--- config.mk ---
export PLATFORM = sky130hd
export DESIGN_NAME = fp_predec
export DESIGN_NICKNAME = d
export VERILOG_FILES = /design/src/rtl/fp_isa_pkg.sv /design/src/rtl/fp_dec_pkg.sv /design/src/rtl/fp_predec.sv /design/src/rtl/fp_legal_check.sv /design/src/rtl/fp_op_decode.sv /design/src/rtl/fp_ls_decode.sv
export SDC_FILE = /design/constraint.sdc
export NUM_CORES = 1
export LEC_CHECK = 0
export CAP_MARGIN = 20
export CORE_ASPECT_RATIO = 1.4
export CORE_MARGIN = 3
export CORE_UTILIZATION = 55
export CTS_CLUSTER_SIZE = 24
export DETAILED_ROUTE_END_ITERATION = 8
export DONT_BUFFER_PORTS = 1
export PLACE_DENSITY_LB_ADDON = 0.08
export SKIP_LAST_GASP = 1
export SYNTH_ARGS = -nofsm -noshare
export SYNTH_HDL_FRONTEND = slang
export SYNTH_SLANG_ARGS = --single-unit
--- constraint.sdc ---
create_clock -name clk -period 1.58 [get_ports clk]
set_clock_uncertainty 0.2 [all_clocks]
set_input_delay 0.158 -clock clk [delete_from_list [all_inputs] [get_ports clk]]
set_output_delay 0.158 -clock clk [all_outputs]
set_load 0.01 [all_outputs]
--- src/rtl/fp_isa_pkg.sv ---
// RISC-V FP instruction encodings and CSR field types, imported by the FP predecoder blocks
package fp_isa_pkg;

    // 32-bit R/R4 view; rs3 of the fused forms sits in funct5
    typedef enum logic [1:0] {
        FMT_S = 2'b00,
        FMT_D = 2'b01,
        FMT_H = 2'b10
    } fmt_e;

    typedef struct packed {
        logic [4:0] funct5;
        fmt_e       fmt;
        logic [4:0] rs2;
        logic [4:0] rs1;
        logic [2:0] funct3;
        logic [4:0] rd;
        logic [6:0] opcode;
    } fp_instr_r_t;

    typedef struct packed {
        logic [15:0] unused;  // upper half of the fetch word, not part of a compressed form
        logic [2:0]  funct3c;
        logic [10:0] mid;     // bits 12:2 hold the register fields
        logic [1:0]  op;
    } fp_instr_c_t;

    typedef union packed {
        fp_instr_r_t r;
        fp_instr_c_t c;
    } fp_instr_u;

    localparam logic [6:0] OPC_LOAD_FP  = 7'b0000111;
    localparam logic [6:0] OPC_STORE_FP = 7'b0100111;
    localparam logic [6:0] OPC_MADD     = 7'b1000011;
    localparam logic [6:0] OPC_MSUB     = 7'b1000111;
    localparam logic [6:0] OPC_NMSUB    = 7'b1001011;
    localparam logic [6:0] OPC_NMADD    = 7'b1001111;
    localparam logic [6:0] OPC_OP_FP    = 7'b1010011;

    localparam logic [4:0] F5_FADD       = 5'b00000;
    localparam logic [4:0] F5_FSUB       = 5'b00001;
    localparam logic [4:0] F5_FMUL       = 5'b00010;
    localparam logic [4:0] F5_FDIV       = 5'b00011;
    localparam logic [4:0] F5_FSQRT      = 5'b01011;
    localparam logic [4:0] F5_FSGNJ      = 5'b00100;
    localparam logic [4:0] F5_FMINMAX    = 5'b00101;
    localparam logic [4:0] F5_FCMP       = 5'b10100;
    localparam logic [4:0] F5_FMVX_CLASS = 5'b11100;
    localparam logic [4:0] F5_FMVF       = 5'b11110;

    typedef logic [2:0] rm_t;
    localparam rm_t RM_DYN = 3'b111;

    typedef enum logic [1:0] {
        FS_OFF   = 2'd0,
        FS_INIT  = 2'd1,
        FS_CLEAN = 2'd2,
        FS_DIRTY = 2'd3
    } fs_e;

    localparam logic [11:0] CSR_FFLAGS = 12'h001;
    localparam logic [11:0] CSR_FRM    = 12'h002;
    localparam logic [11:0] CSR_FCSR   = 12'h003;

endpackage
--- src/rtl/fp_dec_pkg.sv ---
// decoded FP instruction record and execution control codes, shared by the predecoder and its users
package fp_dec_pkg;

    typedef struct packed {
        logic lhw;
        logic shw;
        logic lw;
        logic sw;
        logic ld;
        logic sd;
        logic c_lw;
        logic c_sw;
        logic c_ld;
        logic c_sd;
        logic c_lwsp;
        logic c_swsp;
        logic c_ldsp;
        logic c_sdsp;
    } fp_ls_t;

    typedef struct packed {
        logic [4:0] frd;
        logic [4:0] frs1;
        logic [4:0] frs2;
        logic [4:0] frs3;
        logic       frd_wen;
        logic       frs1_ren;
        logic       frs2_ren;
        logic       frs3_ren;
        logic       rs1_ren;   // integer source
        logic       rd_wen;    // integer destination
    } fp_regs_t;

    // fdiv and none share a code, the unit class tells them apart
    typedef logic [5:0] ex_ctrl_t;
    localparam ex_ctrl_t EX_FMADD  = 6'b001000;
    localparam ex_ctrl_t EX_FMSUB  = 6'b001001;
    localparam ex_ctrl_t EX_FNMSUB = 6'b001010;
    localparam ex_ctrl_t EX_FNMADD = 6'b001011;
    localparam ex_ctrl_t EX_FADD   = 6'b001100;
    localparam ex_ctrl_t EX_FSUB   = 6'b001101;
    localparam ex_ctrl_t EX_FMUL   = 6'b001110;
    localparam ex_ctrl_t EX_FDIV   = 6'b000000;
    localparam ex_ctrl_t EX_FSQRT  = 6'b000001;
    localparam ex_ctrl_t EX_FSGNJ  = 6'b100000;
    localparam ex_ctrl_t EX_FSGNJN = 6'b100001;
    localparam ex_ctrl_t EX_FSGNJX = 6'b100010;
    localparam ex_ctrl_t EX_FMAX   = 6'b100100;
    localparam ex_ctrl_t EX_FMIN   = 6'b100101;
    localparam ex_ctrl_t EX_FLE    = 6'b101000;
    localparam ex_ctrl_t EX_FLT    = 6'b101001;
    localparam ex_ctrl_t EX_FEQ    = 6'b101010;
    localparam ex_ctrl_t EX_FMVXF  = 6'b101100;
    localparam ex_ctrl_t EX_FCLASS = 6'b101101;
    localparam ex_ctrl_t EX_FMVFX  = 6'b101110;
    localparam ex_ctrl_t EX_NONE   = 6'b000000;

    typedef struct packed {
        logic            fmac;
        logic            fdiv;
        logic            fmv;
        logic            fmis;
        ex_ctrl_t        ctrl;
        logic [2:0]      sew;   // one-hot, D S H from msb down
        fp_isa_pkg::rm_t rm;
    } fp_ex_t;

    typedef struct packed {
        logic illegal;
        logic off_xcpt;
    } fp_trap_t;

    typedef struct packed {
        logic     is_fp;
        fp_ls_t   ls;
        fp_regs_t regs;
        fp_ex_t   ex;
        fp_trap_t trap;
    } fp_dec_t;

endpackage

--- src/rtl/fp_predec.sv ---
// FP predecoder top, one registered decoded record per fetched instruction word
module fp_predec #(
    parameter int FLEN = 64
) (
    input  logic                  clk,
    input  logic                  arst_n,
    input  logic                  instr_valid,
    input  fp_isa_pkg::fp_instr_u instr,
    input  logic                  isa_c_dp_fls_en,
    input  fp_isa_pkg::rm_t       csr_frm,
    input  fp_isa_pkg::fs_e       csr_mstatus_fs,
    input  logic                  instr_csr,
    output logic                  dec_valid,
    output fp_dec_pkg::fp_dec_t   dec
);
    import fp_dec_pkg::*;

    fp_ls_t   ls;
    fp_regs_t ls_regs;
    fp_regs_t op_regs;
    fp_ex_t   ex;
    fp_trap_t trap;
    fp_dec_t  dec_d;
    logic     ls_hit;
    logic     op_hit;
    logic     rm_dyn;
    logic     is_fp;

    fp_ls_decode #(.FLEN(FLEN)) ls_dec_i (
        .instr           (instr),
        .isa_c_dp_fls_en (isa_c_dp_fls_en),
        .ls              (ls),
        .ls_regs         (ls_regs),
        .ls_hit          (ls_hit)
    );

    fp_op_decode #(.FLEN(FLEN)) op_dec_i (
        .instr   (instr),
        .csr_frm (csr_frm),
        .op_regs (op_regs),
        .ex      (ex),
        .op_hit  (op_hit),
        .rm_dyn  (rm_dyn)
    );

    assign is_fp = ls_hit | op_hit;

    fp_legal_check legal_i (
        .is_fp          (is_fp),
        .rm             (ex.rm),
        .rm_dyn         (rm_dyn),
        .instr          (instr),
        .instr_csr      (instr_csr),
        .csr_mstatus_fs (csr_mstatus_fs),
        .trap           (trap)
    );

    always_comb begin
        dec_d.is_fp   = is_fp;
        dec_d.ls      = ls;
        dec_d.regs    = ls_hit ? ls_regs : op_regs;
        dec_d.ex      = ex;
        dec_d.ex.fmis = ex.fmis & ~ls_hit;  // loads and stores go to the LSU, not a misc unit
        dec_d.trap    = trap;
    end

    // single pipeline stage, record only advances with a valid word
    always_ff @(posedge clk or negedge arst_n) begin
        if (!arst_n) begin
            dec_valid <= 1'b0;
            dec       <= '0;
        end else begin
            dec_valid <= instr_valid;
            if (instr_valid) begin
                dec <= dec_d;
            end
        end
    end

endmodule

--- src/rtl/fp_legal_check.sv ---
// exception flags of the FP predecoder from the decoded record and the live CSR state
module fp_legal_check (
    input  logic                  is_fp,
    input  fp_isa_pkg::rm_t       rm,
    input  logic                  rm_dyn,
    input  fp_isa_pkg::fp_instr_u instr,
    input  logic                  instr_csr,
    input  fp_isa_pkg::fs_e       csr_mstatus_fs,
    output fp_dec_pkg::fp_trap_t  trap
);
    import fp_isa_pkg::*;

    logic [11:0] csr_addr;
    logic fp_csr;
    logic fs_off;
    logic rm_bad;

    // CSR address occupies the upper 12 bits of the word
    assign csr_addr = {instr.r.funct5, instr.r.fmt, instr.r.rs2};
    assign fp_csr   = instr_csr && (csr_addr == CSR_FFLAGS || csr_addr == CSR_FRM
                                    || csr_addr == CSR_FCSR);
    assign fs_off   = csr_mstatus_fs == FS_OFF;

    // 111 is only reserved when it came out of frm
    assign rm_bad = rm == 3'b101 || rm == 3'b110 || (rm_dyn && rm == RM_DYN);

    always_comb begin
        trap.off_xcpt = fs_off & (is_fp | fp_csr);
        trap.illegal  = trap.off_xcpt | (is_fp & rm_bad);
    end

endmodule

--- src/rtl/fp_op_decode.sv ---
// FP arithmetic decoder for fused and OP-FP forms, used inside the FP predecoder
module fp_op_decode #(
    parameter int FLEN = 64
) (
    input  fp_isa_pkg::fp_instr_u instr,
    input  fp_isa_pkg::rm_t       csr_frm,
    output fp_dec_pkg::fp_regs_t  op_regs,
    output fp_dec_pkg::fp_ex_t    ex,
    output logic                  op_hit,
    output logic                  rm_dyn
);
    import fp_isa_pkg::*;
    import fp_dec_pkg::*;

    fp_instr_r_t r;
    logic fmt_ok;
    logic is_opfp;
    logic rs2_zero;
    logic f_madd;
    logic f_msub;
    logic f_nmsub;
    logic f_nmadd;
    logic is_fma;
    logic f_add;
    logic f_sub;
    logic f_mul;
    logic f_div;
    logic f_sqrt;
    logic f_sgnj;
    logic f_minmax;
    logic f_cmp;
    logic f_mvx;
    logic f_class;
    logic f_mvf;
    logic uses_rm;
    logic int_rd;

    assign r        = instr.r;
    assign fmt_ok   = r.fmt == FMT_S || r.fmt == FMT_H || (r.fmt == FMT_D && FLEN == 64);
    assign is_opfp  = r.opcode == OPC_OP_FP && fmt_ok;
    assign rs2_zero = r.rs2 == 5'd0;

    assign f_madd   = fmt_ok && r.opcode == OPC_MADD;
    assign f_msub   = fmt_ok && r.opcode == OPC_MSUB;
    assign f_nmsub  = fmt_ok && r.opcode == OPC_NMSUB;
    assign f_nmadd  = fmt_ok && r.opcode == OPC_NMADD;
    assign is_fma   = f_madd | f_msub | f_nmsub | f_nmadd;

    assign f_add    = is_opfp && r.funct5 == F5_FADD;
    assign f_sub    = is_opfp && r.funct5 == F5_FSUB;
    assign f_mul    = is_opfp && r.funct5 == F5_FMUL;
    assign f_div    = is_opfp && r.funct5 == F5_FDIV;
    assign f_sqrt   = is_opfp && r.funct5 == F5_FSQRT && rs2_zero;
    assign f_sgnj   = is_opfp && r.funct5 == F5_FSGNJ && r.funct3 <= 3'd2;
    assign f_minmax = is_opfp && r.funct5 == F5_FMINMAX && r.funct3 <= 3'd1;
    assign f_cmp    = is_opfp && r.funct5 == F5_FCMP && r.funct3 <= 3'd2;
    assign f_mvx    = is_opfp && r.funct5 == F5_FMVX_CLASS && rs2_zero && r.funct3 == 3'd0;
    assign f_class  = is_opfp && r.funct5 == F5_FMVX_CLASS && rs2_zero && r.funct3 == 3'd1;
    // no move into a D register from an integer one
    assign f_mvf    = is_opfp && r.funct5 == F5_FMVF && rs2_zero && r.funct3 == 3'd0
                      && r.fmt != FMT_D;

    assign uses_rm = ex.fmac | ex.fdiv;
    assign rm_dyn  = uses_rm && r.funct3 == RM_DYN;
    assign op_hit  = ex.fmac | ex.fdiv | ex.fmv | ex.fmis;
    assign int_rd  = f_mvx | f_class | f_cmp;

    always_comb begin
        ex.fmac = is_fma | f_add | f_sub | f_mul;
        ex.fdiv = f_div | f_sqrt;
        ex.fmv  = f_sgnj | f_mvx | f_mvf;
        ex.fmis = f_minmax | f_cmp | f_class;
        ex.ctrl = EX_NONE;
        if (f_madd)        ex.ctrl = EX_FMADD;
        else if (f_msub)   ex.ctrl = EX_FMSUB;
        else if (f_nmsub)  ex.ctrl = EX_FNMSUB;
        else if (f_nmadd)  ex.ctrl = EX_FNMADD;
        else if (f_add)    ex.ctrl = EX_FADD;
        else if (f_sub)    ex.ctrl = EX_FSUB;
        else if (f_mul)    ex.ctrl = EX_FMUL;
        else if (f_div)    ex.ctrl = EX_FDIV;
        else if (f_sqrt)   ex.ctrl = EX_FSQRT;
        else if (f_sgnj)   ex.ctrl = (r.funct3 == 3'd0) ? EX_FSGNJ :
                                     (r.funct3 == 3'd1) ? EX_FSGNJN : EX_FSGNJX;
        else if (f_minmax) ex.ctrl = (r.funct3 == 3'd0) ? EX_FMIN : EX_FMAX;
        else if (f_cmp)    ex.ctrl = (r.funct3 == 3'd0) ? EX_FLE :
                                     (r.funct3 == 3'd1) ? EX_FLT : EX_FEQ;
        else if (f_mvx)    ex.ctrl = EX_FMVXF;
        else if (f_class)  ex.ctrl = EX_FCLASS;
        else if (f_mvf)    ex.ctrl = EX_FMVFX;
        ex.sew = op_hit ? {r.fmt == FMT_D, r.fmt == FMT_S, r.fmt == FMT_H} : 3'b000;
        ex.rm  = rm_dyn ? csr_frm : (uses_rm ? r.funct3 : 3'b000);
    end

    always_comb begin
        op_regs.frd      = r.rd;
        op_regs.frs1     = r.rs1;
        op_regs.frs2     = r.rs2;
        op_regs.frs3     = r.funct5;
        op_regs.frd_wen  = op_hit & ~int_rd;
        op_regs.frs1_ren = op_hit & ~f_mvf;
        op_regs.frs2_ren = op_hit & ~(f_sqrt | f_mvx | f_class | f_mvf);  // rs2 is an opcode bit here
        op_regs.frs3_ren = is_fma;
        op_regs.rs1_ren  = f_mvf;
        op_regs.rd_wen   = int_rd;
    end

endmodule

--- src/rtl/fp_ls_decode.sv ---
// FP load/store recognizer for standard and compressed forms, used inside the FP predecoder
module fp_ls_decode #(
    parameter int FLEN = 64
) (
    input  fp_isa_pkg::fp_instr_u instr,
    input  logic                  isa_c_dp_fls_en,
    output fp_dec_pkg::fp_ls_t    ls,
    output fp_dec_pkg::fp_regs_t  ls_regs,
    output logic                  ls_hit
);
    import fp_isa_pkg::*;

    logic is_load;
    logic is_store;
    logic c_q0;
    logic c_q2;
    logic dp_ok;
    logic c_dp_ok;
    logic any_load;
    logic any_store;
    logic [4:0] c_rd_s;
    logic [4:0] c_rs1_s;

    assign is_load  = instr.r.opcode == OPC_LOAD_FP;
    assign is_store = instr.r.opcode == OPC_STORE_FP;
    assign c_q0     = instr.c.op == 2'b00;
    assign c_q2     = instr.c.op == 2'b10;
    assign dp_ok    = FLEN == 64;
    assign c_dp_ok  = dp_ok && isa_c_dp_fls_en;

    // compressed 3-bit fields reach f8..f15
    assign c_rd_s  = {2'b01, instr.c.mid[2:0]};
    assign c_rs1_s = {2'b01, instr.c.mid[7:5]};

    always_comb begin
        ls.lhw    = is_load && instr.r.funct3 == 3'b001;
        ls.lw     = is_load && instr.r.funct3 == 3'b010;
        ls.ld     = is_load && instr.r.funct3 == 3'b011 && dp_ok;
        ls.shw    = is_store && instr.r.funct3 == 3'b001;
        ls.sw     = is_store && instr.r.funct3 == 3'b010;
        ls.sd     = is_store && instr.r.funct3 == 3'b011 && dp_ok;
        ls.c_lw   = c_q0 && instr.c.funct3c == 3'b011;
        ls.c_sw   = c_q0 && instr.c.funct3c == 3'b111;
        ls.c_lwsp = c_q2 && instr.c.funct3c == 3'b011;
        ls.c_swsp = c_q2 && instr.c.funct3c == 3'b111;
        ls.c_ld   = c_q0 && instr.c.funct3c == 3'b001 && c_dp_ok;
        ls.c_sd   = c_q0 && instr.c.funct3c == 3'b101 && c_dp_ok;
        ls.c_ldsp = c_q2 && instr.c.funct3c == 3'b001 && c_dp_ok;
        ls.c_sdsp = c_q2 && instr.c.funct3c == 3'b101 && c_dp_ok;
    end

    assign any_load  = ls.lhw | ls.lw | ls.ld | ls.c_lw | ls.c_ld | ls.c_lwsp | ls.c_ldsp;
    assign any_store = ls.shw | ls.sw | ls.sd | ls.c_sw | ls.c_sd | ls.c_swsp | ls.c_sdsp;
    assign ls_hit    = any_load | any_store;

    always_comb begin
        ls_regs.frd  = (ls.c_lw | ls.c_ld) ? c_rd_s : instr.r.rd;
        ls_regs.frs1 = (ls.c_lw | ls.c_ld | ls.c_sw | ls.c_sd) ? c_rs1_s : instr.r.rs1;
        if (ls.c_swsp | ls.c_sdsp) begin
            ls_regs.frs2 = instr.c.mid[4:0];  // full 5-bit source in SP stores
        end else if (ls.c_sw | ls.c_sd) begin
            ls_regs.frs2 = c_rd_s;
        end else begin
            ls_regs.frs2 = instr.r.rs2;
        end
        ls_regs.frs3     = 5'd0;
        ls_regs.frd_wen  = any_load;
        ls_regs.frs1_ren = 1'b0;
        ls_regs.frs2_ren = any_store;
        ls_regs.frs3_ren = 1'b0;
        ls_regs.rs1_ren  = ls_hit;  // address base is always an integer register
        ls_regs.rd_wen   = 1'b0;
    end

endmodule

**Yosys cells after proc, flatten, opt, wreduce, memory -nomap -nowiden**

Cells that the tools add are included.

- Bits in latches: 0
- Output and inout port bits: 60
- Memories kept: 0
- Input port bits: 42
- ROM bits: 0
- Memory bits (writable): 0
- Word-level logic and storage cells: 207
- Register bits after elaboration: 60

- Mux-type cells: 28
- Multipliers: 0
- Eq/ne operators: 34
- Div/mod/pow operators: 0
- Bitwise operators: 50
- Reduce and logical (&&, ||, !) cells: 58
- Add/sub/neg operators: 0
- $lt $le $gt $ge: 2
- Shift operators: 0

Operators with widths:

| cell | number |
|---|---|
| $mux 6 | 17 |
| $logic_and 1x1->1 | 46 |
| $or 1x1->1 | 40 |
| $eq 7x7->1 const B | 5 |
| $mux 26 | 1 |
| $eq 12x2->1 const B | 2 |
| $mux 5 | 4 |
| $eq 3x3->1 const B | 6 |
| $eq 5x5->1 const B | 3 |
| $eq 12x1->1 const B | 1 |
| $eq 5x2->1 const B | 2 |
| $eq 5x3->1 const B | 2 |
| $logic_not 5->1 | 2 |
| $eq 3x2->1 const B | 3 |
| $mux 3 | 3 |
| $eq 7x3->1 const B | 1 |
| $eq 7x6->1 const B | 1 |
| $and 1x1->1 | 6 |
| $eq 3x1->1 const B | 2 |
| $logic_not 2->1 | 3 |
| $logic_or 1x1->1 | 6 |
| $eq 5x1->1 const B | 1 |
| $eq 5x4->1 const B | 1 |
| $eq 2x2->1 const B | 2 |
| 8 further kinds | 12 |

**Logic depth before layout (Yosys ltp)**

Gate-level depths: netlist (run 1).

- Word-level depth: 23
- Depth in mapped cells: 8
- Mapped depth without buffers: 6

**Modules after synthesis**

Synthesis (run 1) repeated with hierarchy kept, for this count alone.

- Cells, all modules: 380
- Area, all modules: 3,789.9 um2

By module, submodules not included:

| module | cells each | sequential area each (um2) | area each (um2) | times used |
|---|---|---|---|---|
| fp_predec | 187 | 1,501.4 | 2,488.6 | 1 |
| fp_op_decode | 112 | 0.0 | 733.2 | 1 |
| fp_ls_decode | 70 | 0.0 | 504.2 | 1 |
| fp_legal_check | 11 | 0.0 | 63.8 | 1 |

**Worst setup path after synthesis (run 1)**

No wires, ideal clock.

- Path type: input port to flip-flop
- Start point: input instr[1] (netlist name)
- End point: register dec[0] (netlist name)
- Required time: 1,253 ps
- Buffers on the path: 2
- Setup slack: -238 ps
- Arrival: 1,491 ps
- Cell stages on the path: 8
- Library setup time: 127 ps
- Cells stage by stage: buf_6 and3b_4 nand3_1 nor4_2 or3_1 buf_2 nor4_4 o2bb2ai_1

- Cells in the longest elaborated chain, start to end: 14
- Elaborated cells on any way between the ends: 82
- Those cells by class: eq/ne (8); bitwise (30); reduce/logical (44)

Ends and longest elaborated chain:

| element | RTL line | source |
|---|---|---|
| start, declared | fp_predec.sv:8 | `input fp_isa_pkg::fp_instr_u instr,` |
| $eq 7x7->1, on equally long branches | fp_op_decode.sv:43, fp_op_decode.sv:44 |  |
| $logic_and 1x1->1, on equally long branches | fp_op_decode.sv:43, fp_op_decode.sv:44 |  |
| $or 1x1->1 (3 in a row) | fp_op_decode.sv:47 | `assign is_fma = f_madd \| f_msub \| f_nmsub \| f_nmadd;` |
| $or 1x1->1 (3 in a row) | fp_op_decode.sv:69 | `ex.fmac = is_fma \| f_add \| f_sub \| f_mul;` |
| $or 1x1->1 (3 in a row) | fp_op_decode.sv:65 | `assign op_hit = ex.fmac \| ex.fdiv \| ex.fmv \| ex.fmis;` |
| $or 1x1->1 (*) | fp_predec.sv:46 | `assign is_fp = ls_hit \| op_hit;` |
| $or 1x1->1 (*) | fp_legal_check.sv:28 | `trap.off_xcpt = fs_off & (is_fp \| fp_csr);` |
| $and 1x1->1 (*) | fp_legal_check.sv:28 |  |
| end signal, assigned | fp_predec.sv:71 | `dec <= '0;` |
| end signal, assigned | fp_predec.sv:75 | `dec <= dec_d;` |
| end, declared | fp_predec.sv:14 | `output fp_dec_pkg::fp_dec_t dec` |

Mark *: on every way between the ends. The rest lies on a longest branch, timed or not.
A chain may end at the register's enable or synchronous reset.

**Worst setup path in the final report (run 1)**

- Start point: input instr[14] (netlist name)
- End point: register dec[34] (netlist name)

- Cells in the longest elaborated chain, start to end: 10
- Elaborated cells on any way between the ends: 43
- Those cells by class: eq/ne (7); mux (2); bitwise (16); reduce/logical (18)

Ends and longest elaborated chain:

| element | RTL line | source |
|---|---|---|
| $eq 3x1->1 / $eq 3x2->1 (equally long branches) | -- |  |
| $logic_and 1x1->1, on equally long branches | -- |  |
| $or 1x1->1, on equally long branches (6 in a row) | fp_ls_decode.sv:52, fp_ls_decode.sv:53 |  |
| $or 1x1->1 | fp_ls_decode.sv:54 | `assign ls_hit = any_load \| any_store;` |
| $mux 26 (*) | fp_predec.sv:61 | `dec_d.regs = ls_hit ? ls_regs : op_regs;` |

Marks and branches as above.

==> impl_summary.log, run 1 <==
[metrics] outcome: complete, but fails checks
[metrics] violations in the final reports: negative hold slack, negative setup slack
[metrics] Die Span X: roughly 70 um
[metrics] endpoint arrival time on the critical path: ~1.7 ns
[metrics] Main synth FF type: dfrtp_1
[metrics] netlist area before placement: 3030 um2
[metrics] Worst EP required: approximately 1.6 ns
[metrics] I/O Buffers: 0
[metrics] crit start category: input pin
[metrics] dominant combinational cell family by area after synthesis: simple AND/OR/NAND/NOR gates
[metrics] root buffer selected by CTS: clkbuf_8
[metrics] number of violations of the max-capacitance limit: 0
[metrics] H-tree depth: 3
[metrics] detailed-routing wirelength on met1: 3.96 mm
[metrics] first-pass GRT wire length: roughly 17 mm
[metrics] detailed-router iteration count before antenna repair: 5
[metrics] CTS Buf Count: 9
[metrics] slew of the pin with the lowest slew margin: around 0.65 ns
[metrics] EDFF count, synth: 0
[metrics] final core occ: between 80% and 90%
[metrics] CP Capture Type: register
[metrics] placed wire-length estimate after detailed placement: approximately 6.4 mm
[metrics] count of unique library cells instantiated by Yosys: 59
[metrics] complex-gate fraction of the synthesized area: roughly a fifth
[metrics] Fin. Hold Viols: between 60 and 70
[metrics] number of nets in the finished design: between 400 and 500
[metrics] share of power burned in registers: between 40% and 50%
[metrics] power per cell area: 835 nW/um2
[metrics] internal cell power: 2.60 mW
[metrics] clock sinks: 59
[metrics] multiplexer area fraction after synthesis: roughly 3.7%
[metrics] Synth Area in Adders: 0%
[metrics] worst relative slew slack: a little under three fifths
[metrics] buffer depth of the longest clock path: 2
[metrics] diodes inserted: 0
[metrics] via count: around 3100
[metrics] register cell area after layout: around 1500 um2
[metrics] starting utilization of the core area: 57.9%
[metrics] highest layer used for signal routing: met4
[metrics] average wire length per cell after detail routing: around 24 um
[metrics] area share of and/or/nand/nor cells after synthesis: around 23%
[metrics] layout overhead on the synthesized area: 39.2%
[metrics] RSZ-0062 raised after global routing: true
[metrics] post-layout min period: about 1.6 ns
[metrics] multi-input gate area in the final layout: about 1500 um2
[metrics] number of top-level pins: 102
[metrics] ratio of cells with drive above 1 in the final layout: between 10% and 20%
[metrics] FP Rows: 31
[metrics] worst skew pair latency: ~0.34 ns
[metrics] overflow left after global routing: 0
[metrics] switching share of power: between 20% and 30%
[metrics] clock transition at the register clock pins on the worst setup and hold paths after CTS: approximately 0.070 ns
[metrics] sum of met2 wire segment lengths after detailed routing: ~5.8 mm
[metrics] total of fill cells in the finished design: between 300 and 400
[metrics] number of DRC violations after detailed routing: 0
[metrics] fraction of the cycle the final worst path needs: 103%
[metrics] die outline area: approximately 6500 um2
[metrics] GPL Wtd Cong: 0.955
[metrics] total placed cells including tap cells: between 300 and 400
[metrics] LEAKAGE: roughly 1.8 nW
[metrics] post-layout instance count excluding filler cells: slightly below 500
[metrics] achievable frequency: a little over 0.6 GHz
[metrics] Syn Nets: approximately 360
[metrics] ANT nets after route: 0
[metrics] proportion of register bits with asynchronous set or reset after synthesis: between 90% and 100%
[metrics] hold slack: -0.688 ns
[metrics] Starting DRT DRC Count: about 290
[metrics] area of all placed cells without fillers: 4220 um2
[metrics] commonest cells after routing, fill and taps aside: 64 x dlygate4sd3_1, 59 x dfrtp_1, 41 x nor2_1
[metrics] sequential share of the synthesized area: around half
[metrics] number of global-route vias before repair: between 3000 and 4000
[metrics] initial antenna violation count: 0
[metrics] Max IR drop VDD: 584 uV
[metrics] combinational share of power: 13.0%
[metrics] die height: about 94 um
[metrics] most common library cell in the layout ignoring fill and taps: dlygate4sd3_1
[metrics] Synth Area in XOR/XNOR: 0%
[metrics] register bit total from synthesis: just under 60
[metrics] core region area: roughly 5200 um2
[metrics] maximum number of pins on one net before global-route repair: 60
[metrics] critical setup path kind: in -> reg
[metrics] Gate Count Post-Synth: 320
[metrics] clock tree from TritonCTS: yes
[metrics] number of warning messages in the yosys log: 0
[metrics] length of routed met3 wiring: approximately 1.0 mm
[metrics] worst hold path type: in -> async
[metrics] crit-path max FO: 12
[metrics] share of power burned in the clock network: between 30% and 40%
[metrics] number of setup violations in the final report: 5
[metrics] Post-Route WL: 11.4 mm
[metrics] mean post-synth cell area: ~9.5 um2
[metrics] NetSw: about 0.9 mW
[metrics] instance area at placement: ~3300 um2
[metrics] count of pins over their slew limit: 0
[metrics] mean number of vias per cell: about 6.4
[metrics] post-route setup slack: -0.0474 ns
[metrics] global-route usage over all layers: 36.1%
==> synth_stat cells (all sizes together), types with 2 or more instances <==
library cell,instances,area (um2)
buf,12,75.1
nand3b,2,15.0
o211ai,3,22.5
and4,2,17.5
inv,11,41.3
o21a,5,37.5
nand4,2,12.5
clkbuf,11,41.3
a21o,3,22.5
a31oi,5,31.3
mux2,2,22.5
a21oi,21,109
nor4,8,77.6
or2,2,12.5
nor4bb,2,20.0
nor3,7,40.0
nand3,15,75.1
nor2b,3,18.8
or3,4,25.0
and3,3,18.8
nor3b,2,15.0
a2111oi,2,18.8
nor2,43,164
and3b,2,21.3
dfrtp,59,1480
o21ai,16,80.1
nand2,23,93.8
mux2i,9,90.1
nand2b,4,25.0
o2bb2ai,20,175
==> metal layers <==
layer  vias to the layer above  global-route usage [%]
li1                       1337                       -
met1                      1500                    40.0
met2                       203                    59.1
met3                        53                    10.8
met4                         0                    21.3
met5                         -                       0
==> critical path: stages <==
cell and delay, ns:
o21ai_1 0.08, buf_4 0.17, nor3_2 0.14, buf_4 0.20, mux2i_1 0.23, a21oi_1 0.10
dlygate4sd3_1 0.57
==> per-stage QoR <==
step	hold WS [ns]	setup slack [ns]	power (mW)	TNS (ns)
after global placement	-0.336	-0.292	1.98	-3.83
after global routing	-0.709	-0.130	3.67	-0.252
after CTS	-0.694	0.00121	3.50	0
final	-0.688	-0.0474	3.53	-0.121
after detailed placement	-0.336	-0.341	1.98	-4.44
after floorplan	-0.338	-0.160	1.95	-1.24
==> power by group through the flow <==
stage	Sequential, mW	Combinational (mW)	Clock (mW)
finish	1.71	0.460	1.36
floorplan	1.71	0.239	0
detailed placement	1.73	0.255	0
global placement	1.73	0.248	0
CTS	1.70	0.424	1.37
global route	1.71	0.488	1.47
==> sequential cells by signal (all words and copies together), names as in the netlist <==
name	flops
dec	58
dec_valid	1
==> cells by family (layout without fill, tap and decap cells) <==
logic type             count (synthesis)  after routing
buffers and inverters                 35            130
DFF                                   59             59
and+or+nand+nor                      129            129
muxes                                 11             11
other                                  1              1
AOI/OAI and AO/OA                     85             85
==> timing repair <==
action / CTS / global route
endpoints found under the hold margin: 117 / 62
gates resized for setup: 1 / 11
pin swaps: 0 / 3
setup endpoints to repair: 1 / 21
hold buffers: 68 / 2
buffers inserted: 0 / 1
==> final timing paths <==
path                            slack, ns  depth (start not counted)                 from                   to
worst max-delay path                -0.05                          7            instr[14]  dec[34]$_DFFE_PN0P_
worst min-delay path                -0.69                          0               arst_n  dec[56]$_DFFE_PN0P_
worst max register to register       0.07                          3  dec[29]$_DFFE_PN0P_  dec[29]$_DFFE_PN0P_
worst min register to register       0.36                          1  dec[24]$_DFFE_PN0P_  dec[24]$_DFFE_PN0P_
max in group asynchronous            1.77                          0               arst_n  dec[40]$_DFFE_PN0P_
min in group clk                    -0.03                          3            instr[15]  dec[33]$_DFFE_PN0P_
==> cell type report <==
cell class                      count  share of cell area [%]
Multi-Input combinational cell    226                    34.6
Clock inverter                      5                    1.24
Timing Repair Buffer              102                    22.9
Sequential cell                    59                    35.0
Inverter                           12                    1.07
Clock buffer                       11                    3.35
Tap cell                           66                    1.95
No activity file was read; power rests on OpenSTA's default activity.
==> run 2, diff against run 1 <==
==> constraint.sdc (replaced) <==
create_clock -name clk -period 1.58 [get_ports clk]
set_clock_uncertainty 0.2 [all_clocks]
set_input_delay 0.237 -clock clk [delete_from_list [all_inputs] [get_ports clk]]
set_output_delay 0.237 -clock clk [all_outputs]
set_load 0.01 [all_outputs]
==> run 2 against run 1 <==
  * Critical path type unchanged
  * Setup slack improved by 0.041 ns
  * The flow still finishes with violations (negative hold slack, negative setup slack)
  * First-iteration DRC count fell by 41%
  * Sequential cell count did not move
  * Count of clock-buffer cells in the layout fell by 1
==> impl_summary.log, run 2 (synthesized netlist as in run 1, its figures left out) <==
[metrics] outcome: complete, but fails checks
[metrics] violations in the final reports: negative hold slack, negative setup slack
[metrics] list of cells traversed by the critical path: o21ai_1 > buf_4 > nor3_2 > buf_4 > mux2i_1 > a21oi_1 > dlygate4sd3_1
[metrics] root buffer selected by CTS: clkbuf_8
[metrics] core region area: approximately 5200 um2
[metrics] area of all placed cells without fillers: approximately 4200 um2
[metrics] number of flip-flops under the largest register name: 58
[metrics] power per cell area: 878 nW/um2
[metrics] post-route setup slack: -0.00634 ns
[metrics] FP Rows: 31
[metrics] I/O Buffers: 0
[metrics] achievable frequency: between 0.6 and 0.7 GHz
[metrics] most common library cell in the layout ignoring fill and taps: dfrtp_1
[metrics] CTS Buf Count: 9
[metrics] instance area at placement: ~3400 um2
[metrics] clock transition at the register clock pins on the worst setup and hold paths after CTS: about 0.080 ns
[metrics] dominant cell type by count on the critical path: buf_4
[metrics] initial antenna violation count: 0
[metrics] layout overhead on the synthesized area: 38.8%
[metrics] Worst Setup SP: instr[14]
[metrics] number of DRC violations after detailed routing: 0
[metrics] registers with the most flip-flops: dec x58, dec_valid x1
[metrics] ANT nets after route: 0
[metrics] hold slack: -0.629 ns
[metrics] Max IR drop VDD: roughly 630 uV
[metrics] number of nets in the finished design: 450
[metrics] worst hold path type: in -> async
[metrics] RSZ-0062 raised after global routing: true
[metrics] number of violations of the max-capacitance limit: 0
[metrics] global-route usage over all layers: a little over a third
[metrics] critical setup path kind: in -> reg
[metrics] r2r startpoint: dec[35]$_DFFE_PN0P_
[metrics] maximum number of pins on one net before global-route repair: 60
[metrics] Starting DRT DRC Count: 172
[metrics] crit-path max FO: 12
[metrics] last element of the critical path: dec[35]$_DFFE_PN0P_
[metrics] GPL Wtd Cong: approximately 0.96
[metrics] Die Span X: 68.8 um
[metrics] post-layout min period: 1.59 ns
[metrics] first-pass GRT wire length: around 17 mm
[metrics] number of top-level pins: just over 100
[metrics] Largest Register: dec
[metrics] die height: approximately 94 um
[metrics] average wire length per cell after detail routing: ~22 um
[metrics] mean number of vias per cell: a little over 6
[metrics] clock tree from TritonCTS: yes
[metrics] Crit-path slowest cell: dlygate4sd3_1
[metrics] starting utilization of the core area: between 50 and 60%
[metrics] buffer depth of the longest clock path: 2
[metrics] count of pins over their slew limit: 0
[metrics] number of global-route vias before repair: between 3000 and 4000
[metrics] CP max stage delay: between 0.5 and 0.6 ns
[metrics] Post-Route WL: approximately 11 mm
[metrics] number of setup violations in the final report: 1
[metrics] crit start category: input pin
[metrics] ratio of cells with drive above 1 in the final layout: 20.1%
[metrics] via count: 2978
[metrics] diodes inserted: 0
[metrics] Fin. Hold Viols: just under 60
[metrics] die outline area: approximately 6500 um2
[metrics] minimum setup slack among reg-to-reg paths: ~0.09 ns
[metrics] clock sinks: 59
[metrics] Setup WS pre-CTS: -0.339 ns
[metrics] critical register-to-register path endpoint: dec[35]$_DFFE_PN0P_
[metrics] worst relative slew slack: approximately 56%
[metrics] number of cell instances on the worst register-to-register path: 3
[metrics] setup total negative slack: -0.00634 ns
[metrics] overflow left after global routing: 0
[metrics] fraction of the cycle the final worst path needs: 100%
[metrics] worst skew pair latency: approximately 0.34 ns
[metrics] LEAKAGE: approximately 1.8 nW
[metrics] commonest cells after routing, fill and taps aside: 59 x dfrtp_1, 56 x dlygate4sd3_1, 42 x nor2_1
[metrics] slew of the pin with the lowest slew margin: between 0.6 and 0.7 ns
[metrics] detailed-router iteration count before antenna repair: 4
[metrics] Worst EP required: around 1.6 ns
[metrics] placed wire-length estimate after detailed placement: roughly 6.4 mm
[metrics] endpoint arrival time on the critical path: 1.62 ns
[metrics] H-tree depth: 3
[metrics] CP Capture Type: register
-- run 2: metrics by stage --
stage          util (%)  total power, mW  instances
4_1_cts            79.2             3.66        474
3_3_place_gp       64.0             1.98        402
3_5_place_dp       64.0             1.99        402
5_1_grt            80.5             3.83        479
2_1_floorplan         -             1.95        320
6_report           80.5             3.70        479
-- run 2: worst min path at each step --
stage,start,to,cells past startpoint
CTS,arst_n,dec[1]$_DFFE_PN0P_,0
floorplan,arst_n,dec[0]$_DFFE_PN0P_,0
detailed placement,arst_n,dec[1]$_DFFE_PN0P_,0
global route,arst_n,dec[1]$_DFFE_PN0P_,0
finish,arst_n,dec[1]$_DFFE_PN0P_,0
global placement,arst_n,dec[16]$_DFFE_PN0P_,0
-- run 2: metal layers --
metal | share of wire (%) | global-route usage (%) | vias to the layer above | wire (um)
li1 | - | - | 1334 | -
met1 | 37 | 39.2 | 1444 | 3920
met2 | 52 | 58.8 | 162 | 5540
met5 | 0 | 0 | - | 0
met3 | 7.8 | 10.2 | 38 | 837
met4 | 4.0 | 20.8 | 0 | 427
-- run 2: worst max-delay path: cells and delay by family --
| kind | cells | cell delay (ns) |
|---|---|---|
| multiplexers | 1 | 0.22 |
| AO/OA/AOI/OAI | 2 | 0.18 |
| AND/OR/NAND/NOR | 1 | 0.10 |
| buffers and inverters | 3 | 0.89 |
-- run 2: cell type report --
class / count / area (um2)
sequential: 59 / 1480
fill: 322 / 1020
inverter: 12 / 45.0
timing repair buffer: 100 / 921
multi-input combinational: 226 / 1460
tap: 66 / 82.6
clock inverter: 6 / 88.8
clock buffer: 10 / 138
-- run 2: what timing repair did --
action | 4_1_cts | 5_1_grt
endpoints found under the hold margin | 115 | 64
hold buffers | 56 | 2
endpoints found under the setup margin | 0 | 14
buffers inserted | 0 | 3
gates resized for setup | 0 | 5
-- run 2: power breakdown --
part | switching (mW) | internal, mW
combinational | 0.201 | 0.232
sequential | 0.108 | 1.59
clock | 0.633 | 0.929
==> run 3, diff against run 2 <==
--- a/config.mk
+++ b/config.mk
@@ -16,4 +16,5 @@
 export SKIP_LAST_GASP = 1
 export SYNTH_ARGS = -nofsm -noshare
 export SYNTH_HDL_FRONTEND = slang
+export SYNTH_HIERARCHICAL = 1
 export SYNTH_SLANG_ARGS = --single-unit
==> run 3 against run 2 <==
  * The flow still finishes with violations (negative hold slack, negative setup slack)
  * First-iteration DRC count decreased by 15%
  * Power shrank 11%
  * Routed wire length down 16%
  * Non-clock buffer count is 42 lower
  * Sequential power hardly changed
  * Critical endpoint is now dec[1]$_DFFE_PN0P_
  * Highest routed layer unchanged
==> impl_summary.log, run 3 <==
[metrics] largest cells by area after synthesis: dfrtp_1 40%, mux2_2 10%, buf_4 7.9%
[metrics] number of violations of the max-capacitance limit: 0
[metrics] worst skew pair latency: between 0.3 and 0.4 ns
[metrics] post-route setup slack: -0.120 ns
[metrics] maximum number of pins on one net before global-route repair: just under 90
[metrics] ANT nets after route: 0
[metrics] cell taking the most area after synthesis: dfrtp_1
[metrics] total of fill cells in the finished design: roughly 560
[metrics] hold slack: -0.605 ns
[metrics] share of power burned in registers: between 50% and 60%
[metrics] hold buffers post-CTS: 13
[metrics] Crit-path slowest cell: nor2_1
[metrics] core region area: between 6000 and 7000 um2
[metrics] final core occ: around 65%
[metrics] Largest Register: dec
[metrics] sequential share of the synthesized area: 39.6%
[metrics] Worst Setup SP: instr[22]
[metrics] Starting DRT DRC Count: ~150
[metrics] number of global-route vias before repair: between 2000 and 3000
[metrics] Worst EP required: around 1.6 ns
[metrics] I/O Buffers: 0
[metrics] placed wire-length estimate after detailed placement: approximately 6.4 mm
[metrics] number of nets in the finished design: ~450
[metrics] post-layout instance count excluding filler cells: 500
[metrics] critical register-to-register path endpoint: dec[48]$_DFFE_PN0P_
[metrics] Fin. Hold Viols: about 120
[metrics] EDFF count, synth: 0
[metrics] achievable frequency: around 0.59 GHz
[metrics] most frequently used cell type in the post-synthesis netlist: dfrtp_1
[metrics] crit start category: input pin
[metrics] NetSw: slightly above 0.8 mW
[metrics] RSZ-0062 raised after global routing: true
[metrics] H-tree depth: 3
[metrics] starting utilization of the core area: about 57%
[metrics] die outline area: 7940 um2
[metrics] register cell area after layout: ~1500 um2
[metrics] total placed cells including tap cells: between 400 and 500
[metrics] initial antenna violation count: 0
[metrics] diodes inserted: 0
[metrics] number of DRC violations after detailed routing: 0
[metrics] LEAKAGE: 1.96 nW
[metrics] Post-Route WL: 8.98 mm
[metrics] mean number of vias per cell: between 5 and 6
[metrics] commonest cells after routing, fill and taps aside: 60 x dfrtp_1, 48 x buf_4, 44 x nor2_1
[metrics] global-route usage over all layers: 23.4%
[metrics] average wire length per cell after detail routing: between 15 and 20 um
[metrics] violations in the final reports: negative hold slack, negative setup slack
[metrics] overflow left after global routing: 0
[metrics] share of power burned in the clock network: a little over a third
[metrics] power per cell area: 758 nW/um2
[metrics] number of flip-flops under the largest register name: between 50 and 60
[metrics] CTS Buf Count: 9
[metrics] number of warning messages in the yosys log: 6
[metrics] layout overhead on the synthesized area: 14.9%
[metrics] Gate Count Post-Synth: 380
[metrics] registers with the most flip-flops: dec x59, dec_valid x1
[metrics] CP max stage delay: about 0.29 ns
[metrics] outcome: complete, but fails checks
[metrics] buffer depth of the longest clock path: 2
[metrics] GPL Wtd Cong: approximately 0.94
[metrics] proportion of register bits with asynchronous set or reset after synthesis: 100%
[metrics] fraction of the cycle the final worst path needs: 108%
[metrics] Die Span X: between 70 and 80 um
[metrics] number of cell instances on the worst register-to-register path: 2
[metrics] most common library cell in the layout ignoring fill and taps: dfrtp_1
[metrics] internal cell power: ~2.5 mW
[metrics] via count: 2804
[metrics] register bit total from synthesis: 60
[metrics] Max IR drop VDD: ~570 uV
[metrics] die height: 104 um
[metrics] worst hold path type: in -> async
[metrics] clock sinks: 60
[metrics] mean post-synth cell area: roughly 10 um2
[metrics] area share of the largest cell type after synthesis: a little under 40%
[metrics] r2r startpoint: dec[48]$_DFFE_PN0P_
[metrics] first-pass GRT wire length: between 10 and 15 mm
[metrics] number of top-level pins: about 100
[metrics] netlist area before placement: between 3000 and 4000 um2
[metrics] list of cells traversed by the critical path: nor2_1 > nand4_1 > a31oi_4 > o211a_1 > nand3b_1 > o2111ai_1 > nand3_1 > mux2_2
[metrics] ratio of cells with drive above 1 in the final layout: a little over a third
[metrics] clock tree from TritonCTS: yes
[metrics] list of most frequent post-synthesis cells: 60 x dfrtp_1, 46 x nor2_1, 40 x buf_4, 35 x mux2_2, 32 x a21oi_1
[metrics] count of pins over their slew limit: 0
[metrics] critical setup path kind: in -> reg
[metrics] Main synth FF type: dfrtp_1
[metrics] number of setup violations in the final report: 12
[metrics] switching share of power: 24.4%
[metrics] count of unique library cells instantiated by Yosys: 54
[metrics] root buffer selected by CTS: clkbuf_8
[metrics] combinational share of power: 11.6%
[metrics] clock transition at the register clock pins on the worst setup and hold paths after CTS: about 0.070 ns
[metrics] endpoint arrival time on the critical path: around 1.7 ns
[metrics] detailed-router iteration count before antenna repair: 5
[metrics] post-layout min period: about 1.7 ns
[metrics] Pwr Total: around 3.3 mW
[metrics] multi-input gate area in the final layout: 2020 um2
[metrics] minimum setup slack among reg-to-reg paths: around 0.03 ns
[metrics] CP Capture Type: register
[metrics] crit-path max FO: 4
[metrics] FP Rows: 35
[metrics] setup total negative slack: -0.510 ns
[run 3: final cells by class]
class,instances,share of cell area [%]
clock inverters,2,0.230
clock buffers,13,3.65
inverters,6,0.517
flip-flops and latches,60,34.5
well taps,92,2.64
repair buffers,58,12.0
multi-input cells,269,46.5
[run 3: what timing repair did]
item | 4_1_cts | 5_1_grt
pin swaps | 2 | 11
hold endpoints to repair | 120 | 117
buffers inserted | 3 | 9
cloned | 0 | 2
resized for setup | 3 | 18
setup endpoints to repair | 7 | 44
[run 3: per-layer routing]
metal  track usage (%)  up-vias  routed length, um  share of wire [%]
li1                  -     1353                  -                  -
met1              28.5     1351               3750                 42
met4              8.55        0                123                1.4
met2              37.7       90               4400                 49
met5                 0        -                  0                  0
met3              9.01       10                708                7.9
[run 3: worst max-delay path by stage]
stage,to,cells after the start
final,dec[1]$_DFFE_PN0P_,8
after global routing,dec[1]$_DFFE_PN0P_,8
after CTS,dec[1]$_DFFE_PN0P_,8
after detailed placement,dec[1]$_DFFE_PN0P_,8
after global placement,dec[1]$_DFFE_PN0P_,8
after floorplan,dec[1]$_DFFE_PN0P_,9
[run 3: critical path, delay by kind of cell]
| kind | cells | cell delay [ns] |
|---|---|---|
| simple gates | 4 | 0.72 |
| mux | 1 | 0.27 |
| compound gates | 3 | 0.50 |
[run 3: cells by family (layout without fill, tap and decap cells)]
kind of cell	after synthesis	after routing	share of synthesized area (%)
buffers and inverters	58	79	11.1
muxes	69	69	20.0
AOI/OAI and AO/OA	61	61	10.0
other	2	9	0.198
and+or+nand+nor	130	130	19.0
DFF	60	60	39.6
[run 3: through the flow]
step	setup WS, ns	instance area (um2)	hold slack (ns)
floorplan	-0.325	3860	-0.259
global placement	-0.418	3920	-0.257
detailed placement	-0.487	3920	-0.257
CTS	-0.0840	4260	-0.629
global route	-0.276	4350	-0.631
finish	-0.120	4350	-0.605
[run 3: power by group through the flow]
stage	Combinational [mW]	Clock [mW]	Sequential (mW)
finish	0.383	1.20	1.72
global route	0.421	1.31	1.73
CTS	0.353	1.25	1.72
detailed placement	0.338	0	1.75
global placement	0.331	0	1.75
floorplan	0.362	0	1.73
